File: src/hw/rvc_pkg.sv
package rvc_pkg;

    // instruction and fetch word width.
    localparam int XLEN = 32;

    // one RVC parcel.
    localparam int HALF = 16;

    // word address, 4 KB of instruction space.
    localparam int ADDR_W = 10;

    // first word fetched after reset.
    localparam logic [ADDR_W-1:0] RESET_ADDR = '0;

    // 32-bit major opcodes produced by the expander.
    localparam logic [6:0] OP_IMM = 7'b0010011;
    localparam logic [6:0] OP_REG = 7'b0110011;
    localparam logic [6:0] OP_LUI = 7'b0110111;

    // funct3 of the expanded forms.
    localparam logic [2:0] F3_ADD = 3'b000;
    localparam logic [2:0] F3_SLL = 3'b001;

    // compressed quadrants, taken from bits [1:0].
    localparam logic [1:0] CQ1 = 2'b01;
    localparam logic [1:0] CQ2 = 2'b10;

    // compressed funct3, taken from bits [15:13].
    localparam logic [2:0] C3_ADDI  = 3'b000;
    localparam logic [2:0] C3_LI    = 3'b010;
    localparam logic [2:0] C3_LUI   = 3'b011;
    localparam logic [2:0] C3_SLLI  = 3'b000;
    localparam logic [2:0] C3_MVADD = 3'b100;

    // word as read from instruction memory.
    typedef struct packed {
        logic            valid;
        logic [XLEN-1:0] data;
    } fetch_word_t;

    // one instruction out of the aligner.
    // upper half of bits is zero for a compressed instruction.
    typedef struct packed {
        logic            valid;
        logic            compressed;
        logic [XLEN-1:0] bits;
    } aligned_inst_t;

    // expanded instruction handed to decode.
    typedef struct packed {
        logic            valid;
        logic            compressed;
        logic            illegal;
        logic [XLEN-1:0] inst;
    } decoded_inst_t;

endpackage
File: src/hw/fetch_top.sv
`timescale 1ns/10ps

module fetch_top (
    input  logic                       clk,
    input  logic                       nrst,
    input  logic                       run,
    output logic [rvc_pkg::ADDR_W-1:0] imem_addr,
    input  logic [rvc_pkg::XLEN-1:0]   imem_data,
    output rvc_pkg::decoded_inst_t     out_inst
);

    rvc_pkg::fetch_word_t   word;
    rvc_pkg::aligned_inst_t aligned;
    logic                   stall;

    // word address and fetched word.
    fetch_counter i_fetch (
        .clk       (clk),
        .nrst      (nrst),
        .run       (run),
        .stall     (stall),
        .imem_addr (imem_addr),
        .imem_data (imem_data),
        .word      (word)
    );

    // splits words into 16-bit and 32-bit instructions.
    halfword_aligner i_align (
        .clk   (clk),
        .nrst  (nrst),
        .word  (word),
        .stall (stall),
        .inst  (aligned)
    );

    // expansion and output register toward decode.
    rvc_expander i_expand (
        .clk      (clk),
        .nrst     (nrst),
        .inst     (aligned),
        .out_inst (out_inst)
    );

endmodule

File: src/hw/rvc_expander.sv
`timescale 1ns/10ps

module rvc_expander (
    input  logic                   clk,
    input  logic                   nrst,
    input  rvc_pkg::aligned_inst_t inst,
    output rvc_pkg::decoded_inst_t out_inst
);

    logic [rvc_pkg::HALF-1:0] c;
    logic [1:0]               quad;
    logic [2:0]               c_f3;
    logic [4:0]               rd;
    logic [4:0]               rs2;
    logic [5:0]               imm6;
    logic [11:0]              imm12;
    logic [19:0]              imm20;
    logic                     legal;
    logic [rvc_pkg::XLEN-1:0] expanded;
    rvc_pkg::decoded_inst_t   exp_inst;

    // compressed fields used by the supported subset.
    assign c     = inst.bits[rvc_pkg::HALF-1:0];
    assign quad  = c[1:0];
    assign c_f3  = c[15:13];
    assign rd    = c[11:7];
    assign rs2   = c[6:2];
    assign imm6  = {c[12], c[6:2]};

    // sign extension of the 6-bit immediate.
    assign imm12 = {{6{imm6[5]}}, imm6};
    assign imm20 = {{14{imm6[5]}}, imm6};

    always_comb begin
        legal    = 1'b0;
        expanded = '0;
        case (quad)
            rvc_pkg::CQ1: begin
                case (c_f3)
                    rvc_pkg::C3_ADDI: begin
                        legal    = 1'b1;
                        expanded = {imm12, rd, rvc_pkg::F3_ADD, rd, rvc_pkg::OP_IMM};
                    end
                    rvc_pkg::C3_LI: begin
                        legal    = 1'b1;
                        expanded = {imm12, 5'd0, rvc_pkg::F3_ADD, rd, rvc_pkg::OP_IMM};
                    end
                    rvc_pkg::C3_LUI: begin
                        // rd of x2 is c.addi16sp, outside the subset.
                        if (rd != 5'd0 && rd != 5'd2 && imm6 != 6'd0) begin
                            legal    = 1'b1;
                            expanded = {imm20, rd, rvc_pkg::OP_LUI};
                        end
                    end
                    default: begin
                        legal = 1'b0;
                    end
                endcase
            end
            rvc_pkg::CQ2: begin
                case (c_f3)
                    rvc_pkg::C3_SLLI: begin
                        // shamt[5] is reserved on RV32.
                        if (!c[12]) begin
                            legal    = 1'b1;
                            expanded = {7'd0, imm6[4:0], rd, rvc_pkg::F3_SLL, rd,
                                        rvc_pkg::OP_IMM};
                        end
                    end
                    rvc_pkg::C3_MVADD: begin
                        // rs2 of x0 is c.jr, c.jalr or c.ebreak.
                        if (rs2 != 5'd0) begin
                            legal = 1'b1;
                            if (c[12]) begin
                                expanded = {7'd0, rs2, rd, rvc_pkg::F3_ADD, rd,
                                            rvc_pkg::OP_REG};
                            end else begin
                                expanded = {7'd0, rs2, 5'd0, rvc_pkg::F3_ADD, rd,
                                            rvc_pkg::OP_REG};
                            end
                        end
                    end
                    default: begin
                        legal = 1'b0;
                    end
                endcase
            end
            default: begin
                // quadrant 0 and everything else, the zero parcel included.
                legal = 1'b0;
            end
        endcase
    end

    always_comb begin
        exp_inst.valid      = inst.valid;
        exp_inst.compressed = inst.compressed;
        if (inst.compressed) begin
            exp_inst.illegal = !legal;
            exp_inst.inst    = expanded;
        end else begin
            // full-length instructions pass untouched.
            exp_inst.illegal = 1'b0;
            exp_inst.inst    = inst.bits;
        end
    end

    always_ff @(posedge clk) begin
        out_inst <= exp_inst;
        if (!nrst) begin
            out_inst.valid <= 1'b0;
        end
    end

endmodule

File: src/hw/halfword_aligner.sv
`timescale 1ns/10ps

module halfword_aligner (
    input  logic                   clk,
    input  logic                   nrst,
    input  rvc_pkg::fetch_word_t   word,
    output logic                   stall,
    output rvc_pkg::aligned_inst_t inst
);

    logic [rvc_pkg::HALF-1:0] residue;
    logic [rvc_pkg::HALF-1:0] residue_nxt;
    logic                     full;
    logic                     full_nxt;
    logic [rvc_pkg::HALF-1:0] lo_half;
    logic [rvc_pkg::HALF-1:0] hi_half;
    logic                     lo_comp;
    logic                     res_comp;

    assign lo_half = word.data[rvc_pkg::HALF-1:0];
    assign hi_half = word.data[rvc_pkg::XLEN-1:rvc_pkg::HALF];

    // a parcel is compressed unless its two low bits are both set.
    assign lo_comp  = (lo_half[1:0] != 2'b11);
    assign res_comp = (residue[1:0] != 2'b11);

    always_comb begin
        inst        = '0;
        stall       = 1'b0;
        residue_nxt = residue;
        full_nxt    = full;
        if (word.valid) begin
            inst.valid = 1'b1;
            if (!full) begin
                if (lo_comp) begin
                    // low parcel goes out, high parcel waits for the next word.
                    inst.compressed = 1'b1;
                    inst.bits       = {{rvc_pkg::HALF{1'b0}}, lo_half};
                    residue_nxt     = hi_half;
                    full_nxt        = 1'b1;
                end else begin
                    inst.bits = word.data;
                end
            end else if (res_comp) begin
                // only the residue is used, the word is asked for again.
                inst.compressed = 1'b1;
                inst.bits       = {{rvc_pkg::HALF{1'b0}}, residue};
                full_nxt        = 1'b0;
                stall           = 1'b1;
            end else begin
                // 32-bit instruction straddling the word boundary.
                inst.bits   = {lo_half, residue};
                residue_nxt = hi_half;
            end
        end
    end

    always_ff @(posedge clk) begin
        if (!nrst) begin
            full <= 1'b0;
        end else begin
            full <= full_nxt;
        end
    end

    always_ff @(posedge clk) begin
        residue <= residue_nxt;
    end

endmodule

File: src/hw/fetch_counter.sv
`timescale 1ns/10ps

module fetch_counter (
    input  logic                       clk,
    input  logic                       nrst,
    input  logic                       run,
    input  logic                       stall,
    output logic [rvc_pkg::ADDR_W-1:0] imem_addr,
    input  logic [rvc_pkg::XLEN-1:0]   imem_data,
    output rvc_pkg::fetch_word_t       word
);

    logic [rvc_pkg::ADDR_W-1:0] addr;
    logic                       advance;

    // the word is consumed unless the aligner asks for it again.
    assign advance = run && !stall;

    always_ff @(posedge clk) begin
        if (!nrst) begin
            addr <= rvc_pkg::RESET_ADDR;
        end else if (advance) begin
            // wraps at the top of the space.
            addr <= addr + 1'b1;
        end
    end

    assign imem_addr = addr;

    // memory answers in the same cycle.
    assign word.valid = run;
    assign word.data  = imem_data;

endmodule

File: config.mk
export PLATFORM = sky130hd
export DESIGN_NAME = fetch_top
export DESIGN_NICKNAME = d
export VERILOG_FILES = /design/src/hw/rvc_pkg.sv /design/src/hw/fetch_top.sv /design/src/hw/rvc_expander.sv /design/src/hw/halfword_aligner.sv /design/src/hw/fetch_counter.sv
export SDC_FILE = /design/constraint.sdc
export NUM_CORES = 1
export LEC_CHECK = 0
export ABC_AREA = 1
export BUFFER_PORTS_ARGS = -buffer_cell sky130_fd_sc_hd__buf_2
export CAP_MARGIN = 20
export CORE_MARGIN = 2
export CORE_UTILIZATION = 40
export CTS_BUF_LIST = sky130_fd_sc_hd__clkbuf_4 sky130_fd_sc_hd__clkbuf_8
export CTS_CLUSTER_DIAMETER = 80
export CTS_CLUSTER_SIZE = 25
export DETAILED_ROUTE_END_ITERATION = 10
export PLACE_DENSITY = 0.72
export SKIP_LAST_GASP = 1
export SLEW_MARGIN = 20
export SYNTH_ARGS = -nofsm -noshare
export SYNTH_HDL_FRONTEND = slang
export SYNTH_SLANG_ARGS = --single-unit
export TNS_END_PERCENT = 1
File: constraint.sdc
create_clock -name clk -period 3.06 [get_ports clk]
set_clock_uncertainty 0.05 [all_clocks]
set_input_delay 0.459 -clock clk [delete_from_list [all_inputs] [get_ports clk]]
set_output_delay 0.459 -clock clk [all_outputs]
set_load 0.005 [all_outputs]
-- Yosys cells after proc, flatten, opt, wreduce, memory -nomap -nowiden
Index checks and enable logic that the tools add are counted.
Widths: inputs -> output; s select.
- register bits after elaboration: 62
- output and inout port bits: 45
- logic and storage cells: 56
- $add $sub $neg: 1
- equality and inequality tests: 9
- muxes and demuxes: 27
- reduce and logical (&&, ||, !) cells: 12
- operators by type and width (kind ; count):
    $mux 32 ; 4
    $pmux 32 s2 ; 2
    $pmux 32 s3 ; 1
    $mux 25 ; 2
    $mux 16 ; 3
    $mux 34 ; 1
    $mux 33 ; 1
    $mux 20 ; 1
    $add 10x1->10 const B ; 1
    $reduce_bool 5->1 ; 2
    $mux 1 ; 9
    $eq 3x2->1 const B ; 2
    $ne 2x2->1 const B ; 3
    $pmux 1 s2 ; 3
    $reduce_bool 6->1 ; 1
    $ne 5x2->1 const B ; 1
    $eq 3x3->1 const B ; 1
    $logic_and 1x1->1 ; 3
    $logic_not 3->1 ; 1
    $reduce_and 3->1 ; 1
    $eq 2x1->1 const B ; 1
    $eq 2x2->1 const B ; 1
    $logic_not 1->1 ; 2
    $reduce_bool 2->1 ; 1
    $reduce_or 2->1 ; 1

-- Longest topological paths before layout
- depth in word-level cells: 11
- mapped depth: 15

-- Cells and area by module
A second synthesis with hierarchy kept.
- cell total of the unflattened synthesis: 474
- area, all modules: 3454.6 um^2
- modules (own cells, without submodules) (module ; times used ; cells each ; area an instance (um^2) ; seq. area each (um^2)):
    rvc_expander ; 1 ; 249 ; 1694.1 ; 700.7
    halfword_aligner ; 1 ; 121 ; 1016.0 ; 500.5
    fetch_counter ; 1 ; 104 ; 744.5 ; 200.2

-- Worst setup path before layout
No wires, ideal clock.
- path type: in2reg
- from: in run
- to: reg i_align.residue[0] in the netlist's numbering (enable)
- arrival: 1.613 ns
- data required time: 2.620 ns
- path slack: 1.007 ns
- stages: 4
- buffers on the path: 2
- cell sequence: buf_4 > buf_2 > nand2_2 > nor2_1
- word-level cells in the longest chain between the ends: 1
- ends and longest elaborated chain (item ; RTL line ; source):
    from (decl) ; fetch_top.sv:6 ; input logic run,
    $reduce_and 3->1 (no line) ; n/a ;
    to (signal assigned) ; halfword_aligner.sv:67 ; residue <= residue_nxt;
    to (decl) ; halfword_aligner.sv:11 ; logic [rvc_pkg::HALF-1:0] residue;
No other way between the ends.
A chain may end at the register's enable or synchronous reset.

==> results.json <==
{
  "critPathRequiredTime_ns": 3.27,
  "fp.dieArea_sq_um": 8000,
  "power.switching_w": 0.000504,
  "syn_inst": 380,
  "swShare": 0.248,
  "p_seq_frac": 0.446,
  "route.detailed.drc": 0,
  "min_path_type": "in2reg",
  "irDropWorstVdd_uv": 234,
  "max_slew_margin": 0.560,
  "setup_viol": 0,
  "core_sq_um": 7180,
  "ios": 80,
  "setup_tns_ns": 0,
  "antenna_left": 0,
  "area_growth_pct": 24.9,
  "numCtsBuffers": 9,
  "post-place-ws_ns": 0.471,
  "grt_pass1_vias": 2558,
  "place_hpwl_um": 5850,
  "cts_tree": "built",
  "start_kind": "register",
  "overflow": 0,
  "die_w_um": 89.4,
  "setup_slack_ns": 0.405,
  "min_period_ns": 2.66,
  "path_max_fanout": 20,
  "first_iter_violations": 165,
  "ys_warn_count": 0,
  "maxCapViolations": 0,
  "drv_slew": 0,
  "status": "finished, final reports clean",
  "rsz0062_at_grt": "no",
  "wire_per_inst_um": 13.2,
  "postCtsSetupBuffers": 0,
  "drive_above_1_share": 0.264,
  "internal_power_w": 0.00153,
  "grt_max_degree": 21,
  "power_density_nw_per_um2": 558,
  "cts_max_level": 3,
  "clock_latency_ns": 0.35,
  "num_rows": 31,
  "syn-cell-area_sq_um": 2920,
  "grt_pass1_wl_um": 12200,
  "synth.avg_cell_area_sq_um": 7.69,
  "synth_simple_gate_area_frac": 0.283,
  "synth.area.mux_share": 0,
  "synth_fa_ha_area_frac": 0.0129,
  "clk_path_buf_depth": 2,
  "postCtsHoldBufs": 0,
  "cts_resized": 0,
  "firstDrtPassIters": 4,
  "synth-compound-area-share": 0.132,
  "synth-seq-cells": 62,
  "root_buffer": "clkbuf_8",
  "cts_num_sinks": 62,
  "wirelength_um": 7520,
  "worstPathArrival_ns": 2.87,
  "fin_crit_sh": 0.868,
  "syn_nets": 418,
  "start_util": 0.407,
  "final_nets": 503,
  "track_usage": 0.203,
  "hold_viol_final": 0,
  "max_clock_freq_mhz": 377,
  "portBuffers": 79,
  "route.vias.total": 2722,
  "p_comb_frac": 0.138,
  "power_frac_clock": 0.416,
  "die_h_um": 89.4,
  "clkTransAtPathRegs_ns": 0.07,
  "vias_per_cell": 4.79,
  "tightest_slew_ns": 0.660,
  "cp-end-kind": "register",
  "place.gp.congestion": 0.896,
  "yosysUniqueCellTypes": 36,
  "whs_ns": 0.249,
  "synth_xor_area_frac": 0.00300,
  "synth_top_family_by_area": "simple AND/OR/NAND/NOR gates",
  "power.leakage_nw": 1.87,
  "crit_type": "reg2reg",
  "num_antenna_cells": 0,
  "yosysSeqAreaShare": 0.480,
  "antenna_found_initial": 0
}
## per-stage QoR
step / cells / instance area, sq um / utilization / total power, W
floorplan: 380 / 2920 / - / 0.00110
detailed placement: 553 / 3420 / 0.476 / 0.00120
global route: 568 / 3650 / 0.508 / 0.00212
CTS: 568 / 3650 / 0.508 / 0.00205
global placement: 553 / 3420 / 0.476 / 0.00120
finish: 568 / 3650 / 0.508 / 0.00203
## logic make-up after synthesis
kind of cell,after synthesis
AOI/OAI and AO/OA,68
xor gates and xnor gates,1
adders and majority gates,3
buffers and inverters,61
DFF,62
and+or+nand+nor,185
## flip-flops by register name, summed over array words and instances, names as in the netlist
signal             cells
i_align.residue       16
i_fetch.imem_addr     10
i_expand.out_inst     35
i_align.full           1
## critical path: stages, from the launching register on
cell and delay (ns):
dfxtp_1 0.75, inv_2 0.29, o21ai_0 0.22, a21oi_1 0.08, inv_1 0.07, ha_1 0.36
inv_1 0.10, a21oi_1 0.21, nand3_1 0.15, o21ai_0 0.12, nand2_1 0.07, o21ai_0 0.10
## worst paths after layout
kind	start	endpoint	slack, ns	cells after the start
worst max-delay path	i_align.full$_SDFFE_PN0P_	i_expand.out_inst[24]$_DFF_P_	0.40	11
worst min-delay path	imem_data[25]	i_align.residue[9]$_DFFE_PP_	0.25	1
worst max register to register	i_align.full$_SDFFE_PN0P_	i_expand.out_inst[24]$_DFF_P_	0.40	11
worst min register to register	i_fetch.imem_addr[2]$_SDFFE_PN0P_	i_fetch.imem_addr[2]$_SDFFE_PN0P_	0.44	2
## cells in the final DEF (no fill, tap or decap), types with 3 or more instances in the layout
cell type / count
a21oi_1: 17
nand2_2: 9
inv_1: 46
o21ai_0: 35
nand4_1: 6
bufinv_16: 3
clkbuf_8: 9
buf_4: 7
dfxtp_1: 46
nand3_1: 21
a22oi_1: 6
nor2_1: 25
nand2_1: 110
buf_2: 79
edfxtp_1: 16
inv_2: 3
nor2_2: 3
ha_1: 3
## layout make-up
| cell class | instances | area (sq um) |
|---|---|---|
| Clock buffer | 10 | 131 |
| Clock inverter | 5 | 98.8 |
| Multi-Input combinational cell | 257 | 1260 |
| Fill cell | 734 | 3530 |
| Inverter | 49 | 184 |
| Timing Repair Buffer | 86 | 448 |
| Tap cell | 99 | 124 |
| Sequential cell | 62 | 1400 |
## power groups by stage
stage                     Clock [W]  Combinational (W)  Sequential [W]
final                      0.000847           0.000280        0.000906
after global routing       0.000894           0.000315        0.000911
after CTS                  0.000860           0.000280        0.000907
after detailed placement          0           0.000278        0.000925
after global placement            0           0.000278        0.000924
after floorplan                   0           0.000176        0.000924
## synth_stat cells
cell type  number  area (sq um)
nor2_4          2          22.5
o22ai_1         2          12.5
nand3_1        21           105
o21ai_1         2          10.0
nand2_1       110           413
or2_1           1          6.26
a21boi_1        1          7.51
nand2_2         9          56.3
nand4_1         6          37.5
buf_6           1          11.3
nor3_1          2          10.0
dfxtp_1        46           921
a21oi_1        17          85.1
nand2_4         2          22.5
o221ai_1        1          8.76
edfxtp_1       16           480
a22o_1          1          8.76
buf_4           1          7.51
nor3b_2         1          12.5
nor2_2          3          18.8
and3_1          1          6.26
nand4_2         1          12.5
buf_8           1          15.0
inv_1          46           173
o21ai_2         1          8.76
inv_2           3          11.3
ha_1            3          37.5
nor3_2          1          10.0
xor2_1          1          8.76
a22oi_1         6          45.0
clkbuf_1        2          7.51
o21ai_4         1          16.3
o21ai_0        35           175
o21a_1          1          7.51
nor2_1         25          93.8
buf_2           7          35.0
## per-layer routing
layer,track usage,part of all wire
met1,0.240,0.43
met2,0.332,0.47
met3,0.0776,0.081
met4,0.0841,0.020
met5,0,0
No activity file was read; power rests on OpenSTA's default activity.
